File: src/hw/l2_geom_pkg.sv
`default_nettype none

package l2_geom_pkg;

    //////////////////////////////////////////////////
    // geometry

    localparam int WAYS           = 4; // 4 ways per set
    localparam int WORDS_PER_LINE = 4;
    localparam int BYTE_OFS       = 2; // byte bits below the word offset

    //////////////////////////////////////////////////
    // word, line and address types

    typedef logic [31:0] l2_word_t;
    typedef l2_word_t [WORDS_PER_LINE-1:0] l2_line_t; // word 0 in the low bits
    typedef logic [31:0] l2_addr_t;

    typedef logic [$clog2(WAYS)-1:0] l2_way_t;
    typedef logic [WAYS-1:0] l2_waymask_t;       // one bit per way

endpackage

`default_nettype wire

File: src/hw/l2_ctrl_pkg.sv
`default_nettype none

package l2_ctrl_pkg;

    // main control states
    typedef enum logic [3:0] {
        s_idle,
        s_lookup,
        s_maint_op,
        s_check_dirty,
        s_check_dirty1,
        s_writeback,
        s_refill_req,
        s_refill_wait,
        s_refill_write
    } l2_state_e;

    // who owns the request buffer
    typedef enum logic [1:0] {
        src_none,
        src_icache_read,
        src_dcache_read,
        src_dcache_write
    } l2_src_e;

    // cache maintenance opcodes
    typedef enum logic [1:0] {
        op_index_inv,    // drop one way, no writeback
        op_index_wb_inv, // way picked by address bits
        op_hit_wb_inv
    } l2_maint_e;

endpackage

`default_nettype wire

File: src/hw/l2_ifs.sv
`timescale 1ns/10ps
`default_nettype none

// latched request, arbiter to control and arrays
interface l2_req_if import l2_geom_pkg::*, l2_ctrl_pkg::*; ();
    l2_src_e   src;
    logic      is_maint;
    l2_maint_e maint;
    l2_addr_t  addr;
    l2_word_t  wdata;
    logic      accept; // buffer may take a new request

    modport arb   (output src, is_maint, maint, addr, wdata, input accept);
    modport fsm   (input src, is_maint, maint, addr, output accept);
    modport store (input addr, wdata);
endinterface


`default_nettype wire

File: src/hw/l2_req_arbiter.sv
`timescale 1ns/10ps
`default_nettype none

module l2_req_arbiter
    import l2_geom_pkg::*;
    import l2_ctrl_pkg::*;
#(
    parameter int index_width  = 8,
    parameter int offset_width = 2
) (
    input  wire logic      clk,
    input  wire logic      rstn,
    input  wire logic      icache_req,
    input  wire l2_addr_t  icache_addr,
    input  wire logic      dcache_req,
    input  wire logic      dcache_wr,
    input  wire l2_addr_t  dcache_addr,
    input  wire l2_word_t  dcache_wdata,
    input  wire logic      op_flag,
    input  wire l2_maint_e op_code,
    input  wire l2_addr_t  op_addr,
    output logic           icache_addrok,
    output logic           dcache_addrok,
    l2_req_if.arb          req
);

    localparam int tag_lsb = index_width + offset_width + BYTE_OFS;

    logic grant_op;
    logic grant_d;
    logic grant_i;

    // fixed priority, maintenance > dcache > icache
    assign grant_op = req.accept & op_flag;
    assign grant_d  = req.accept & ~op_flag & dcache_req;
    assign grant_i  = req.accept & ~op_flag & ~dcache_req & icache_req;

    assign dcache_addrok = grant_d;
    assign icache_addrok = grant_i;

    always_ff @(posedge clk) begin
        if (!rstn) begin
            req.src      <= src_none;
            req.is_maint <= 1'b0;
        end else if (req.accept) begin
            req.is_maint <= grant_op;
            if (grant_d)
                req.src <= dcache_wr ? src_dcache_write : src_dcache_read;
            else if (grant_i)
                req.src <= src_icache_read;
            else
                req.src <= src_none; // empty buffer, maint included
        end
    end

    // request payload
    always_ff @(posedge clk) begin
        if (grant_op) begin
            req.maint <= op_code;
            // index ops carry only index and way, tag field cleared
            if (op_code == op_hit_wb_inv)
                req.addr <= op_addr;
            else
                req.addr <= l2_addr_t'(op_addr[tag_lsb-1:0]);
        end else if (grant_d) begin
            req.addr  <= dcache_addr;
            req.wdata <= dcache_wdata;
        end else if (grant_i) begin
            req.addr <= icache_addr;
        end
    end

endmodule

`default_nettype wire

File: src/flat_wrapper.sv
// flat-port wrapper written by rule: the top's interface ports become plain ports
module l2_req_arbiter_flat import l2_geom_pkg::*; import l2_ctrl_pkg::*;
#(
    parameter int index_width  = 8,
    parameter int offset_width = 2
)
  (clk, rstn, icache_req, icache_addr, dcache_req, dcache_wr, dcache_addr, dcache_wdata, op_flag, op_code, op_addr, icache_addrok, dcache_addrok, req_src, req_is_maint, req_maint, req_addr, req_wdata, req_accept);
  l2_req_if req_i ();
  input  wire logic clk;
  input  wire logic rstn;
  input  wire logic icache_req;
  input  wire l2_addr_t icache_addr;
  input  wire logic dcache_req;
  input  wire logic dcache_wr;
  input  wire l2_addr_t dcache_addr;
  input  wire l2_word_t dcache_wdata;
  input  wire logic op_flag;
  input  wire l2_maint_e op_code;
  input  wire l2_addr_t op_addr;
  output logic icache_addrok;
  output logic dcache_addrok;
  output wire logic [$bits(req_i.src)-1:0] req_src;
  output wire logic [$bits(req_i.is_maint)-1:0] req_is_maint;
  output wire logic [$bits(req_i.maint)-1:0] req_maint;
  output wire logic [$bits(req_i.addr)-1:0] req_addr;
  output wire logic [$bits(req_i.wdata)-1:0] req_wdata;
  input wire logic [$bits(req_i.accept)-1:0] req_accept;
  assign req_src = req_i.src;
  assign req_is_maint = req_i.is_maint;
  assign req_maint = req_i.maint;
  assign req_addr = req_i.addr;
  assign req_wdata = req_i.wdata;
  assign req_i.accept = req_accept;
  l2_req_arbiter #(.index_width(index_width), .offset_width(offset_width)) u_core (.clk(clk), .rstn(rstn), .icache_req(icache_req), .icache_addr(icache_addr), .dcache_req(dcache_req), .dcache_wr(dcache_wr), .dcache_addr(dcache_addr), .dcache_wdata(dcache_wdata), .op_flag(op_flag), .op_code(op_code), .op_addr(op_addr), .icache_addrok(icache_addrok), .dcache_addrok(dcache_addrok), .req(req_i));
endmodule
File: config.mk
export PLATFORM = sky130hd
export DESIGN_NAME = l2_req_arbiter_flat
export DESIGN_NICKNAME = d
export VERILOG_FILES = /design/src/hw/l2_geom_pkg.sv /design/src/hw/l2_ctrl_pkg.sv /design/src/hw/l2_ifs.sv /design/src/hw/l2_req_arbiter.sv /design/src/flat_wrapper.sv
export SDC_FILE = /design/constraint.sdc
export NUM_CORES = 1
export LEC_CHECK = 0
export BUFFER_PORTS_ARGS = -buffer_cell sky130_fd_sc_hd__buf_2
export CAP_MARGIN = 15
export CORE_MARGIN = 1
export CORE_UTILIZATION = 43
export DETAILED_ROUTE_END_ITERATION = 6
export HOLD_SLACK_MARGIN = 0.06
export PLACE_DENSITY = 0.89
export REMOVE_ABC_BUFFERS = 1
export SLEW_MARGIN = 40
export SYNTH_ARGS = -nofsm -noshare
export SYNTH_HDL_FRONTEND = slang
export SYNTH_SLANG_ARGS = --single-unit
File: constraint.sdc
create_clock -name clk -period 3.9 [get_ports clk]
set_input_delay 0.78 -clock clk [delete_from_list [all_inputs] [get_ports clk]]
set_output_delay 0.78 -clock clk [all_outputs]
set_load 0.02 [all_outputs]
==> metrics <==
status complete, no violations; Final WS setup 1.52 ns; clock skew 0 ns; clk sinks 69; DR vias/cell 5.18; core area roughly 6000 um^2; Final Setup Violations 0; GRT Resource Usage Total 22.7%; leak pwr ~1.9 nW; post-synthesis cell count between 150 and 200; Slew HR approximately 45%; count leader, synth edfxtp_1; crit start category input pin; Hold Buf Count CTS 0; Max IR drop VDD 0.250 mV; IO Pins 208; Avg WL per Cell 17.0 um; H-tree Lvls 3; arrival time worst endpoint roughly 1.6 ns; maximum number of pins on one net before global-route repair 34; Synth top area share 73.2%; r2r worst-path depth 2; DRT antenna net count 0; number of synthesized flops with an enable pin 66; setup bufs post-CTS 0; clock buffers created by TritonCTS 9; vias in the first global route approximately 2,100; P&R area growth vs syn 48.7%; met3 Use GR ~5.6%; worst-case clock buffer depth 2; Fin Setup TNS 0 ns; Yosys reg bits 69; critical path required time ~3.1 ns; Finished Layout Cells 452; GR Util met2 39.3%; Die W 81.3 um; Yosys cell types 20; mapped cell area 2710 um^2; Hold Path Stages 2; post-synthesis sequential area ratio around 75%; Final min period around 2.4 ns; Hold/Removal Path Class reg2reg; clock-pin slew on the worst setup and hold paths ~0.07 ns; DP HPWL roughly 5900 um; antenna violations before repair 0; Worst Tran Pin Value around 0.83 ns; fmax roughly 420 MHz; drt total wl just under 8000 um; die area 6620 um^2; max_cap viols 0; CTS tree yes; Die Y around 81 um; Top Usage Layer GRT met2; first-pass GRT wire length about 11,000 um; fin nets ~510; Cells after DPL ~440; CP endpoint kind output pin; worst skew pair latency approximately 0.32 ns; setup slack, reg-to-reg around 3.2 ns; post-synth top area cell edfxtp_1; number of cell rows 28; DR vias between 2,000 and 2,500; Post-CTS Resized 0; synth warn 0; pre-CTS WS slightly below 0.9 ns; synth top area cells edfxtp_1, a22o_1, a222oi_1; ys async rst share 0%; gr ovfl total 0; RSZ-0062 raised after global routing false; ys flop type edfxtp_1; CP max FO 22; share of cells above drive strength 1 about three fifths; DRC viols 0; Antenna Cells 0; Final Hold Vio Count 0; period utilization about 60%; top post-synthesis cells by count edfxtp_1, a22o_1, inv_1; Final Wtd Congestion 0.902; class of the most critical setup path in2out; Initial DRT Pass Iterations 5; Mean Syn Cell Area between 15 and 20 um^2; starting DRC count in detailed routing roughly 190; port bufs slightly above 200; GRT met1 Usage approximately 26%; cell area power density 448 nW/um^2; Starting Density a little under half; count of filler cells inserted in the layout 453; final number of max-transition violations 0; CTS root buf clkbuf_8
==> metal layers <==
| metal | share of wire, % | wire length, um | vias to the layer above |
|---|---|---|---|
| met5 | 0 | 0 | - |
| met4 | 1.8 | 142 | 0 |
| met3 | 9.9 | 762 | 15 |
| met2 | 52 | 3970 | 152 |
| met1 | 37 | 2810 | 1088 |
| li1 | - | - | 1086 |
==> power by group <==
group | switching (mW) | internal, mW | total [mW]
logic | 0.172 | 0.119 | 0.291
clock network | 0.260 | 0.357 | 0.616
registers | 0.0154 | 0.881 | 0.896
total | 0.447 | 1.36 | 1.80
==> worst max-delay path, stage by stage <==
cell,delay (ns)
buf_2,0.32
and3b_1,0.30
buf_2,0.20
==> cell families (layout without fill, tap and decap cells) <==
kind of cell | Yosys count | count (layout) | synth area share [%]
buf+inv | 34 | 248 | 5.69
simple gates | 11 | 11 | 2.54
flops | 69 | 69 | 75.5
compound gates | 49 | 49 | 16.3
==> sequential cells by signal, summed over array words and instances, names as in the netlist <==
signal	cells
u_core.req.wdata	32
u_core.req.is_maint	1
u_core.req.addr	32
u_core.req.src	2
u_core.req.maint	2
==> area by class of cell <==
cell class / instances / area, um^2 / area share, %
Sequential cell: 69 / 2040 / 50.7
Timing Repair Buffer: 211 / 1070 / 26.7
Multi-Input combinational cell: 60 / 522 / 13.0
Clock buffer: 9 / 124 / 3.08
Tap cell: 75 / 93.8 / 2.33
Clock inverter: 7 / 90.1 / 2.24
Inverter: 21 / 78.8 / 1.96
==> stage by stage <==
step	utilization (%)	power [mW]	instance area (um^2)	hold WS [ns]
floorplan	-	1.05	2630	0.592
global placement	63.2	1.19	3790	0.513
detailed placement	63.3	1.20	3790	0.520
CTS	66.9	1.82	4010	0.530
global route	67.2	1.87	4020	0.592
finish	67.2	1.80	4020	0.535
==> final timing paths <==
kind,endpoint,start
setup reg to reg,u_core.req.src[1],u_core.req.src[1]
hold / removal,u_core.req.src[0],u_core.req.src[0]
setup / recovery,dcache_addrok,req_accept
hold reg to reg,u_core.req.src[0],u_core.req.src[0]
==> placed cells by master (no fill, tap or decap), drive strengths merged, types with 3 or more instances in the layout <==
cell    count
buf       211
edfxtp     66
a22o       24
inv        21
a222oi     20
clkbuf      9
clkinv      5
nor2b       3
dfxtp       3
Note: power is estimated with default switching activity, not from simulation.
