## config.mk

```make
export PLATFORM = sky130hd
export DESIGN_NAME = l2_main_fsm_flat
export DESIGN_NICKNAME = d
export VERILOG_FILES = /design/src/hw/l2_geom_pkg.sv /design/src/hw/l2_ctrl_pkg.sv /design/src/hw/l2_ifs.sv /design/src/hw/l2_main_fsm.sv /design/src/flat_wrapper.sv
export SDC_FILE = /design/constraint.sdc
export NUM_CORES = 1
export LEC_CHECK = 0
export ABC_AREA = 1
export CAP_MARGIN = 20
export CORE_MARGIN = 10
export CORE_UTILIZATION = 61
export DETAILED_ROUTE_END_ITERATION = 8
export DONT_BUFFER_PORTS = 1
export PLACE_DENSITY = 0.77
export RECOVER_POWER = 100
export SYNTH_ARGS = -nofsm -noshare
export SYNTH_HDL_FRONTEND = slang
export SYNTH_SLANG_ARGS = --single-unit
export TNS_END_PERCENT = 10
```

## constraint.sdc

```tcl
create_clock -name clk -period 1.8 [get_ports clk]
set_input_delay 0.36 -clock clk [delete_from_list [all_inputs] [get_ports clk]]
set_output_delay 0.36 -clock clk [all_outputs]
set_load 0.005 [all_outputs]
```

## src/hw/l2_geom_pkg.sv

```systemverilog
`default_nettype none

package l2_geom_pkg;

    //////////////////////////////////////////////////
    // geometry

    localparam int WAYS           = 4; // 4 ways per set
    localparam int WORDS_PER_LINE = 4;
    localparam int BYTE_OFS       = 2; // byte bits below the word offset

    //////////////////////////////////////////////////
    // word, line and address types

    typedef logic [31:0] l2_word_t;
    typedef l2_word_t [WORDS_PER_LINE-1:0] l2_line_t; // word 0 in the low bits
    typedef logic [31:0] l2_addr_t;

    typedef logic [$clog2(WAYS)-1:0] l2_way_t;
    typedef logic [WAYS-1:0] l2_waymask_t;       // one bit per way

endpackage

`default_nettype wire

```

## src/hw/l2_ctrl_pkg.sv

```systemverilog
`default_nettype none

package l2_ctrl_pkg;

    // main control states
    typedef enum logic [3:0] {
        s_idle,
        s_lookup,
        s_maint_op,
        s_check_dirty,
        s_check_dirty1,
        s_writeback,
        s_refill_req,
        s_refill_wait,
        s_refill_write
    } l2_state_e;

    // who owns the request buffer
    typedef enum logic [1:0] {
        src_none,
        src_icache_read,
        src_dcache_read,
        src_dcache_write
    } l2_src_e;

    // cache maintenance opcodes
    typedef enum logic [1:0] {
        op_index_inv,    // drop one way, no writeback
        op_index_wb_inv, // way picked by address bits
        op_hit_wb_inv
    } l2_maint_e;

endpackage

`default_nettype wire

```

## src/hw/l2_ifs.sv

```systemverilog
`timescale 1ns/10ps
`default_nettype none

// latched request, arbiter to control and arrays
interface l2_req_if import l2_geom_pkg::*, l2_ctrl_pkg::*; ();
    l2_src_e   src;
    logic      is_maint;
    l2_maint_e maint;
    l2_addr_t  addr;
    l2_word_t  wdata;
    logic      accept; // buffer may take a new request

    modport arb   (output src, is_maint, maint, addr, wdata, input accept);
    modport fsm   (input src, is_maint, maint, addr, output accept);
    modport store (input addr, wdata);
endinterface

// tag store lookup results and update strobes
interface l2_lookup_if import l2_geom_pkg::*; #(
    parameter int tag_width = 20
) ();
    l2_waymask_t          hit;
    l2_way_t              victim;     // plru choice
    logic                 dirty;      // of sel way
    logic [tag_width-1:0] victim_tag; // of sel way
    logic                 use_en;
    l2_way_t              use_way;
    logic                 set_dirty;
    logic                 clr_dirty;
    l2_waymask_t          inval;
    logic                 index_init;
    logic                 fill;
    l2_way_t              sel;

    modport fsm  (input hit, victim, dirty,
                  output use_en, use_way, set_dirty, clr_dirty, inval, index_init, fill, sel);
    modport tags (output hit, victim, dirty, victim_tag,
                  input use_en, use_way, set_dirty, clr_dirty, inval, index_init, fill, sel);
endinterface

`default_nettype wire

```

## src/hw/l2_main_fsm.sv

```systemverilog
`timescale 1ns/10ps
`default_nettype none

module l2_main_fsm
    import l2_geom_pkg::*;
    import l2_ctrl_pkg::*;
(
    input  wire logic clk,
    input  wire logic rstn,
    input  wire logic mem_addrok_w,
    input  wire logic mem_addrok_r,
    input  wire logic mem_dataok,
    output logic      mem_req_w,
    output logic      mem_req_r,
    output logic      mem_rdy,
    output logic      icache_dataok,
    output logic      dcache_dataok,
    output logic      word_we,
    output logic      fill_we,
    output l2_way_t   way,
    output l2_way_t   rd_way,
    l2_req_if.fsm     req,
    l2_lookup_if.fsm  lk
);

    l2_state_e state;
    l2_state_e next_state;
    l2_way_t   hit_way;
    l2_way_t   hit_rec;  // hit way kept for hit_wb_inv
    l2_way_t   victim_q;
    l2_way_t   tgt_way;
    l2_way_t   cur_way;
    logic      hit_any;
    logic      is_read;
    logic      ret;
    logic      maint_done;

    function automatic l2_way_t mask_to_way(input l2_waymask_t m);
        l2_way_t w;
        w = '0;
        for (int i = WAYS - 1; i >= 0; i--) begin
            if (m[i])
                w = l2_way_t'(i); // lowest set bit wins
        end
        return w;
    endfunction

    assign hit_any = |lk.hit;
    assign hit_way = mask_to_way(lk.hit);
    assign is_read = (req.src == src_icache_read) || (req.src == src_dcache_read);

    //////////////////////////////////////////////////
    // way selection

    always_comb begin
        if (req.is_maint)
            tgt_way = (req.maint == op_hit_wb_inv) ? hit_rec : req.addr[1:0];
        else if (state == s_refill_write)
            tgt_way = victim_q;
        else
            tgt_way = lk.victim;
    end

    assign cur_way    = (state == s_lookup) ? hit_way : tgt_way;
    assign way        = cur_way;
    assign rd_way     = cur_way;
    assign lk.sel     = cur_way;
    assign lk.use_way = cur_way;
    assign lk.inval   = maint_done ? (l2_waymask_t'(1) << tgt_way) : '0;

    assign req.accept = (state == s_idle) ||
                        (state == s_lookup && !req.is_maint &&
                         (req.src == src_none || hit_any));

    assign icache_dataok = ret && (req.src == src_icache_read);
    assign dcache_dataok = ret && (req.src == src_dcache_read);

    always_ff @(posedge clk) begin
        if (!rstn)
            state <= s_idle;
        else
            state <= next_state;
    end

    always_ff @(posedge clk) begin
        victim_q <= lk.victim;
        if (state == s_maint_op)
            hit_rec <= hit_way;
    end

    //////////////////////////////////////////////////
    // next state and strobes

    always_comb begin
        next_state    = state;
        mem_req_w     = 1'b0;
        mem_req_r     = 1'b0;
        mem_rdy       = 1'b0;
        ret           = 1'b0;
        word_we       = 1'b0;
        fill_we       = 1'b0;
        maint_done    = 1'b0;
        lk.use_en     = 1'b0;
        lk.set_dirty  = 1'b0;
        lk.clr_dirty  = 1'b0;
        lk.index_init = 1'b0;
        lk.fill       = 1'b0;
        case (state)
            s_idle: next_state = s_lookup; // buffer reloads here
            s_lookup: begin
                if (req.is_maint) begin
                    next_state = s_maint_op;
                end else if (req.src != src_none) begin
                    if (!hit_any) begin
                        next_state = s_check_dirty;
                    end else begin
                        lk.use_en = 1'b1;
                        if (is_read) begin
                            ret = 1'b1;
                        end else begin
                            word_we      = 1'b1;
                            lk.set_dirty = 1'b1;
                        end
                    end
                end
            end
            s_maint_op: begin
                case (req.maint)
                    op_index_inv: begin
                        lk.index_init = 1'b1;
                        next_state    = s_idle;
                    end
                    op_index_wb_inv: next_state = s_check_dirty;
                    default: next_state = hit_any ? s_check_dirty : s_idle;
                endcase
            end
            s_check_dirty: next_state = s_check_dirty1; // sel settles on target
            s_check_dirty1: begin
                if (lk.dirty) begin
                    next_state = s_writeback;
                end else if (req.is_maint) begin
                    maint_done   = 1'b1;
                    lk.clr_dirty = 1'b1;
                    next_state   = s_idle;
                end else begin
                    next_state = s_refill_req;
                end
            end
            s_writeback: begin
                mem_req_w = 1'b1;
                if (mem_addrok_w) begin
                    if (req.is_maint) begin
                        maint_done   = 1'b1;
                        lk.clr_dirty = 1'b1;
                        next_state   = s_idle;
                    end else begin
                        next_state = s_refill_req;
                    end
                end
            end
            s_refill_req: begin
                mem_req_r = 1'b1;
                if (mem_addrok_r)
                    next_state = s_refill_wait;
            end
            s_refill_wait: begin
                mem_rdy = 1'b1;
                if (mem_dataok) begin
                    fill_we      = 1'b1;
                    lk.fill      = 1'b1;
                    lk.clr_dirty = 1'b1;
                    if (is_read) begin
                        ret        = 1'b1;
                        lk.use_en  = 1'b1;
                        next_state = s_idle;
                    end else begin
                        next_state = s_refill_write; // store word merged next
                    end
                end
            end
            s_refill_write: begin
                word_we      = 1'b1;
                lk.set_dirty = 1'b1;
                lk.use_en    = 1'b1;
                next_state   = s_idle;
            end
            default: next_state = s_idle;
        endcase
    end

endmodule

`default_nettype wire

```

## src/flat_wrapper.sv

```systemverilog
// flat-port wrapper written by rule: the top's interface ports become plain ports
module l2_main_fsm_flat import l2_geom_pkg::*; import l2_ctrl_pkg::*;
  (clk, rstn, mem_addrok_w, mem_addrok_r, mem_dataok, mem_req_w, mem_req_r, mem_rdy, icache_dataok, dcache_dataok, word_we, fill_we, way, rd_way, req_src, req_is_maint, req_maint, req_addr, req_accept, lk_hit, lk_victim, lk_dirty, lk_use_en, lk_use_way, lk_set_dirty, lk_clr_dirty, lk_inval, lk_index_init, lk_fill, lk_sel);
  l2_req_if req_i ();
  l2_lookup_if lk_i ();
  input  wire logic clk;
  input  wire logic rstn;
  input  wire logic mem_addrok_w;
  input  wire logic mem_addrok_r;
  input  wire logic mem_dataok;
  output logic mem_req_w;
  output logic mem_req_r;
  output logic mem_rdy;
  output logic icache_dataok;
  output logic dcache_dataok;
  output logic word_we;
  output logic fill_we;
  output l2_way_t way;
  output l2_way_t rd_way;
  input wire logic [$bits(req_i.src)-1:0] req_src;
  input wire logic [$bits(req_i.is_maint)-1:0] req_is_maint;
  input wire logic [$bits(req_i.maint)-1:0] req_maint;
  input wire logic [$bits(req_i.addr)-1:0] req_addr;
  output wire logic [$bits(req_i.accept)-1:0] req_accept;
  input wire logic [$bits(lk_i.hit)-1:0] lk_hit;
  input wire logic [$bits(lk_i.victim)-1:0] lk_victim;
  input wire logic [$bits(lk_i.dirty)-1:0] lk_dirty;
  output wire logic [$bits(lk_i.use_en)-1:0] lk_use_en;
  output wire logic [$bits(lk_i.use_way)-1:0] lk_use_way;
  output wire logic [$bits(lk_i.set_dirty)-1:0] lk_set_dirty;
  output wire logic [$bits(lk_i.clr_dirty)-1:0] lk_clr_dirty;
  output wire logic [$bits(lk_i.inval)-1:0] lk_inval;
  output wire logic [$bits(lk_i.index_init)-1:0] lk_index_init;
  output wire logic [$bits(lk_i.fill)-1:0] lk_fill;
  output wire logic [$bits(lk_i.sel)-1:0] lk_sel;
  assign req_i.src = req_src;
  assign req_i.is_maint = req_is_maint;
  assign req_i.maint = req_maint;
  assign req_i.addr = req_addr;
  assign req_accept = req_i.accept;
  assign lk_i.hit = lk_hit;
  assign lk_i.victim = lk_victim;
  assign lk_i.dirty = lk_dirty;
  assign lk_use_en = lk_i.use_en;
  assign lk_use_way = lk_i.use_way;
  assign lk_set_dirty = lk_i.set_dirty;
  assign lk_clr_dirty = lk_i.clr_dirty;
  assign lk_inval = lk_i.inval;
  assign lk_index_init = lk_i.index_init;
  assign lk_fill = lk_i.fill;
  assign lk_sel = lk_i.sel;
  l2_main_fsm u_core (.clk(clk), .rstn(rstn), .mem_addrok_w(mem_addrok_w), .mem_addrok_r(mem_addrok_r), .mem_dataok(mem_dataok), .mem_req_w(mem_req_w), .mem_req_r(mem_req_r), .mem_rdy(mem_rdy), .icache_dataok(icache_dataok), .dcache_dataok(dcache_dataok), .word_we(word_we), .fill_we(fill_we), .way(way), .rd_way(rd_way), .req(req_i), .lk(lk_i));
endmodule
```

==> results of run 1 <==
## registers in the layout, indices dropped and copies added (netlist names)
signal           flops
u_core.victim_q      2
u_core.state         4
u_core.hit_rec       2
## per-stage QoR
step / power (µW) / TNS (ns) / worst slack [ns] / instances
after floorplan: 666.2 / 0 / 0.1440 / 146
after global placement: 685.3 / 0 / 0.1422 / 157
after detailed placement: 694.5 / 0 / 0.1244 / 157
after CTS: 911.1 / -0.06615 / -0.01074 / 163
after global routing: 1064 / -1.096 / -0.1247 / 168
final: 991.1 / 0 / 0.007945 / 168
## placed cells by master, fill, tap and decap left out, types with 3 or more instances in the layout
cell type / instances
a21oi_1: 4
buf_4: 8
clkbuf_4: 4
ha_1: 3
inv_1: 25
inv_2: 3
nand2_1: 26
nand2_2: 7
nand3_1: 14
nand3_2: 3
nor2_1: 18
nor2_2: 7
nor2_4: 5
## how the worst max path moves through the flow
stage / cells after the start / slack [ns] / from / endpoint
2_1_floorplan: 8 / 0.14 / u_core.state[1]$_SDFFE_PN0P_ / lk_use_way[1]
3_3_place_gp: 8 / 0.14 / u_core.state[1]$_SDFFE_PN0P_ / lk_sel[1]
3_5_place_dp: 8 / 0.12 / u_core.state[1]$_SDFFE_PN0P_ / lk_sel[1]
4_1_cts: 8 / -0.01 / u_core.state[2]$_SDFFE_PN0P_ / icache_dataok
5_1_grt: 8 / -0.12 / u_core.state[2]$_SDFFE_PN0P_ / icache_dataok
6_report: 6 / 0.008 / u_core.state[0]$_SDFFE_PN0P_ / lk_set_dirty
## critical path, cell delays in order (launching register included)
cell,delay (ns)
dfxtp_2,0.37
inv_1,0.09
nor2_4,0.15
nand3_2,0.11
inv_1,0.07
nand3b_1,0.11
o21ai_1,0.27
## routing by layer
metal / vias up / wire, µm / track usage (%)
li1: 459 / - / -
met1: 392 / 864 / 12.64
met2: 42 / 1218 / 22.48
met3: 5 / 193 / 6.416
met4: 0 / 28 / 2.013
met5: - / 0 / 0
## final cells by class
cell class                 count  area (µm²)  area share (%)
inverter                      29       111.4           10.92
timing repair buffer          11       90.09           8.834
tap                           15       18.77           1.840
clock buffer                   4       26.28           2.577
sequential                     8       190.2           18.65
multi-input combinational    101       583.1           57.18
## cell families (layout without fill, tap and decap cells)
group,count (synthesis),after routing,share of synthesized area (%)
and+or+nand+nor,88,88,47.53
adders and majority gates,3,3,4.485
buffers and inverters,37,44,20.18
DFF,8,8,21.53
AOI/OAI and AO/OA,10,10,6.278
## repair_timing
| action | in CTS | in global routing |
|---|---|---|
| hold buffers | 0 | 0 |
| pin swaps | 1 | 9 |
| setup buffers | 2 | 5 |
| gates resized for setup | 10 | 30 |
| endpoints found under the setup margin | 16 | 17 |
## where the power goes
part / internal, µW / switching [µW]
Combinational: 218 / 344
Sequential: 233 / 42.7
Clock: 85.3 / 68.9
Total: 536 / 455
==> impl_metrics.py, run 1 <==
metrics = {
    "status": {
        "outcome": "finished clean",
    },
    "setup_path": {
        "rrSetupSlack_ns": 0.43,
        "crit_type": "reg -> out",
        "path_max_fanout": 4,
        "reg2reg_depth": 8,
        "cp.arrival_ns": 1.43,
        "worst_r2r_endpoint": "u_core.state[1]$_SDFFE_PN0P_",
        "end_kind": "output port",
        "cp.required_ns": 1.44,
        "critPathLaunchType": "flip-flop",
        "r2r-start": "u_core.state[1]$_SDFFE_PN0P_",
    },
    "floorplanning": {
        "start_util_pct": 64.33,
        "fp.dieH_um": 57.05,
        "coreArea_um2": 1301,
        "num_rows": 13,
        "design.die.area_um2": 3254,
        "ioPinCount": 74,
        "die_width_um": 57.05,
    },
    "yosys": {
        "yosysSeqAreaShare_pct": 21.52,
        "synth_top_area_share_pct": 14.35,
        "yosys_register_bits": 8,
        "async_flop_share_pct": 0,
        "ys.flop_type": "dfxtp_1",
        "netlist_area_um2": 837.1,
        "syn_avg_cell_area_um2": 5.733,
        "synth_area_leaders": "dfxtp_1 14%, nand2_1 14%, inv_1 13%, nor2_1 11%, nand3_1 10%",
        "syn-num-nets": 198,
        "synth_top_cell_by_area": "dfxtp_1",
        "synthMostInstantiatedCell": "nand2_1",
        "synth_edf_count": 2,
        "synthTopCellsByCount": "32 x nand2_1, 28 x inv_1, 25 x nor2_1",
        "synthDistinctLibCells": 20,
        "synth_cells": 146,
        "ys.warnings.count": 0,
    },
    "route": {
        "wire_per_inst_um": 13.72,
        "totalWireLength_um": 2305,
        "ant_nets": 0,
        "via_count": 898,
        "drtIter0Drc": 11,
        "via_per_inst": 5.345,
        "firstDrtPassIters": 4,
        "drt_drc_violations_left": 0,
    },
    "placed_design": {
        "gp_congestion": 0.9000,
        "port_buffers": 0,
        "placed_area_um2": 825.8,
        "dp_hpwl_um": 1785,
    },
    "sta": {
        "final_max_slew_viol_count": 0,
        "tightest_slew_ns": 0.3232,
        "hold_violations": 0,
        "timing.slew.headroom_pct": 78.37,
        "rsz0062_at_grt": "true",
        "setup_viol": 0,
        "whs_ns": 0.1177,
        "final.min_clock_period_ns": 1.792,
        "fin_worst_skew_ns": 0.004755,
        "max_clock_freq_mhz": 558.0,
        "period_share_pct": 99.56,
    },
    "hold_path": {
        "hp-start": "lk_victim[1]",
        "whs_path_depth": 0,
        "min_path_type": "in -> reg",
        "holdPathEnd": "u_core.victim_q[1]$_DFF_P_",
    },
    "clock_network": {
        "path_clk_slew_ns": 0.06,
        "clockBufferDepth": 2,
        "cts_tree": "done",
        "h-tree-depth": 1,
        "clkLatencyLatePin_ns": 0.26,
        "cts_buffers": 3,
        "cts.sinks": 8,
        "cts_root_buf": "clkbuf_4",
    },
    "finish": {
        "n_antenna_cell": 0,
        "syn2layout_area_growth_pct": 21.82,
        "layout-drive-gt1-share_pct": 33.33,
        "n_fill_cell": 99,
        "final_area_um2": 1020,
        "fin_nets": 206,
        "postLayoutCoreUtil_pct": 78.37,
    },
    "global_route": {
        "antenna_found_initial": 0,
        "grt_overflow": 0,
        "grt_pass1_vias": 790,
        "track_usage_pct": 12.45,
        "grt_max_degree": 7,
        "grt_pass1_wl_um": 3367,
    },
    "power": {
        "p_per_area_nw_per_um2": 972.0,
        "leakage_uw": 0.0005239,
        "irDropWorstVdd_uv": 765.6,
    },
    "job": {
        "max-cap-violations": 0,
    },
}
Power figures use the tool's default switching activity.
==> run 2: changes to the inputs <==
--- a/config.mk
+++ b/config.mk
@@ -8,10 +8,10 @@
 export ABC_AREA = 1
 export CAP_MARGIN = 20
 export CORE_MARGIN = 10
-export CORE_UTILIZATION = 61
+export CORE_UTILIZATION = 60
 export DETAILED_ROUTE_END_ITERATION = 8
 export DONT_BUFFER_PORTS = 1
-export PLACE_DENSITY = 0.77
+export PLACE_DENSITY = 0.76
 export RECOVER_POWER = 100
 export SYNTH_ARGS = -nofsm -noshare
 export SYNTH_HDL_FRONTEND = slang
==> constraint.sdc (replaced) <==
create_clock -name clk -period 2 [get_ports clk]
set_input_delay 0.4 -clock clk [delete_from_list [all_inputs] [get_ports clk]]
set_output_delay 0.4 -clock clk [all_outputs]
set_load 0.005 [all_outputs]
==> run 2 against run 1 <==
Sequential power shrank 9.8%. Clock skew grew 0.0063 ns. Largest cell class unchanged. Register-to-register slack gained 0.17 ns. Critical endpoint is now word_we. Combinational power shrank 26%. Final area shrank 14%. Global-route usage is essentially flat. Clock-buffer cell count is the same. Clock power shrank 9%. Via count shrank 6.3%.
==> impl_metrics.py, run 2 (same netlist as run 1, synthesis figures left out) <==
metrics = {
    "status": {
        "outcome": "finished clean",
    },
    "power": {
        "pwr-share-clk_pct": 17.4,
        "switching_power_uw": 370.9,
        "switching_share_pct": 46.27,
        "p_int_uw": 430.7,
        "leakage_uw": 0.0004809,
        "comb_power_share_pct": 51.5,
        "irDropWorstVdd_uv": 675.4,
        "p_per_area_nw_per_um2": 917.8,
        "p_seq_share_pct": 31.1,
    },
    "route": {
        "drtIter0Drc": 16,
        "via_per_inst": 5.289,
        "wire_per_inst_um": 13.62,
        "firstDrtPassIters": 4,
        "drt_drc_violations_left": 0,
        "via_count": 841,
        "totalWireLength_um": 2165,
        "ant_nets": 0,
    },
    "clock_network": {
        "path_clk_slew_ns": 0.07,
        "cts.sinks": 8,
        "cts_root_buf": "clkbuf_4",
        "cts_buffers": 3,
        "cts_tree": "done",
        "hold_buffers": 0,
        "h-tree-depth": 1,
        "clkLatencyLatePin_ns": 0.26,
        "post_cts_buffers": 0,
        "clockBufferDepth": 2,
    },
    "setup_path": {
        "critPathLaunchType": "flip-flop",
        "worst_r2r_endpoint": "u_core.state[1]$_SDFFE_PN0P_",
        "cp.arrival_ns": 1.48,
        "rrSetupSlack_ns": 0.60,
        "path_max_fanout": 4,
        "cp.required_ns": 1.60,
        "crit_type": "reg -> out",
        "end_kind": "output port",
        "reg2reg_depth": 7,
        "r2r-start": "u_core.state[0]$_SDFFE_PN0P_",
    },
    "finish": {
        "top_register": "u_core.state",
        "n_fill_cell": 141,
        "fin_nets": 197,
        "final_cell_mix": "30 x nand2_1, 26 x inv_1, 22 x nor2_1",
        "largest_registers": "u_core.state (4), u_core.hit_rec (2), u_core.victim_q (2)",
        "final_common_cell": "nand2_1",
        "regArea_um2": 183.9,
        "syn2layout_area_growth_pct": 4.335,
        "largest_register_ffs": 4,
        "layout.cells.non_filler": 159,
        "postLayoutCoreUtil_pct": 67.12,
        "multi_input_area_um2": 520.5,
        "n_antenna_cell": 0,
        "layout-drive-gt1-share_pct": 19.44,
    },
    "sta": {
        "finalSetupTns_ns": 0,
        "period_share_pct": 93.94,
        "hold_violations": 0,
        "fin_worst_skew_ns": 0.01109,
        "setup_viol": 0,
        "final.min_clock_period_ns": 1.879,
        "setup_slack_ns": 0.1212,
        "final_max_slew_viol_count": 0,
        "rsz0062_at_grt": "true",
        "timing.slew.headroom_pct": 74.86,
        "max_clock_freq_mhz": 532.3,
        "tightest_slew_ns": 0.3732,
    },
    "global_route": {
        "track_usage_pct": 12.50,
        "grt_max_degree": 7,
        "grt_pass1_wl_um": 3429,
        "grt_pass1_vias": 832,
        "antenna_found_initial": 0,
        "grt_overflow": 0,
    },
    "floorplanning": {
        "start_util_pct": 64.33,
        "ioPinCount": 74,
        "num_rows": 13,
        "fp.dieH_um": 57.35,
        "design.die.area_um2": 3289,
        "die_width_um": 57.35,
        "coreArea_um2": 1301,
    },
    "hold_path": {
        "whs_path_depth": 0,
        "holdPathEnd": "u_core.victim_q[1]$_DFF_P_",
        "hp-start": "lk_victim[1]",
        "min_path_type": "in -> reg",
    },
    "placed_design": {
        "post-place-ws_ns": 0.2698,
        "gp_congestion": 0.9070,
        "port_buffers": 0,
        "dp_hpwl_um": 1843,
        "dp.cells": 155,
    },
    "job": {
        "max-cap-violations": 0,
    },
}
[run 2: cell count changes in the layout (fill, tap and decap cells not counted), moves of 3 or more]
cell     delta
buf_4       -6
nand2_1     +4
nand2_2     -3
nor2_1      +4
nor2_2      -3
[run 2: worst max path at each step]
stage / start / endpoint / slack, ns / cells past startpoint
floorplan: u_core.state[1]$_SDFFE_PN0P_ / lk_use_way[1] / 0.30 / 8
global placement: u_core.state[1]$_SDFFE_PN0P_ / rd_way[1] / 0.29 / 8
detailed placement: u_core.state[1]$_SDFFE_PN0P_ / rd_way[1] / 0.27 / 8
CTS: u_core.state[1]$_SDFFE_PN0P_ / rd_way[1] / -0.006 / 8
global route: u_core.state[2]$_SDFFE_PN0P_ / lk_inval[1] / -0.02 / 8
finish: u_core.state[3]$_SDFFE_PN0P_ / word_we / 0.12 / 5
[run 2: cell type report]
| class | instances | share of cell area, % |
|---|---|---|
| Multi-Input combinational cell | 101 | 59.60 |
| Tap cell | 15 | 2.149 |
| Timing Repair Buffer | 2 | 1.719 |
| Clock buffer | 4 | 3.009 |
| Sequential cell | 8 | 21.06 |
| Inverter | 29 | 12.46 |
[run 2: what timing repair did]
item / 4_1_cts / 5_1_grt
pin swaps: 0 / 4
gates resized for setup: 1 / 15
cloned: 0 / 0
endpoints found under the setup margin: 6 / 16
[run 2: layer usage]
layer	share of wire [%]	vias up	GRT usage (%)
met3	8.3	4	4.867
met2	51	27	24.85
met1	39	371	11.26
met5	0	-	0
li1	-	439	-
met4	1.3	0	3.020
[run 2: power groups by stage]
stage               registers [µW]  logic [µW]  clock network, µW
floorplan                      226         373                  0
global placement               231         383                  0
detailed placement             233         393                  0
CTS                            230         395                146
global route                   254         472                154
finish                         249         413                140
[run 2: metrics by stage]
stage / total power, µW / hold slack, ns / instance area (µm²)
after global placement: 614.3 / 0.4278 / 810.8
final: 801.6 / 0.1719 / 873.3
after detailed placement: 625.9 / 0.4278 / 810.8
after CTS: 770.3 / 0.1688 / 842.1
after floorplan: 599.6 / 0.4277 / 837.1
after global routing: 880.2 / 0.1661 / 873.3
[run 2: critical path, stage by stage, from the launching register on]
cell	delay (ns)
dfxtp_1	0.37
nor2_1	0.20
nand3_2	0.13
inv_1	0.07
nand3b_1	0.11
o21ai_0	0.34
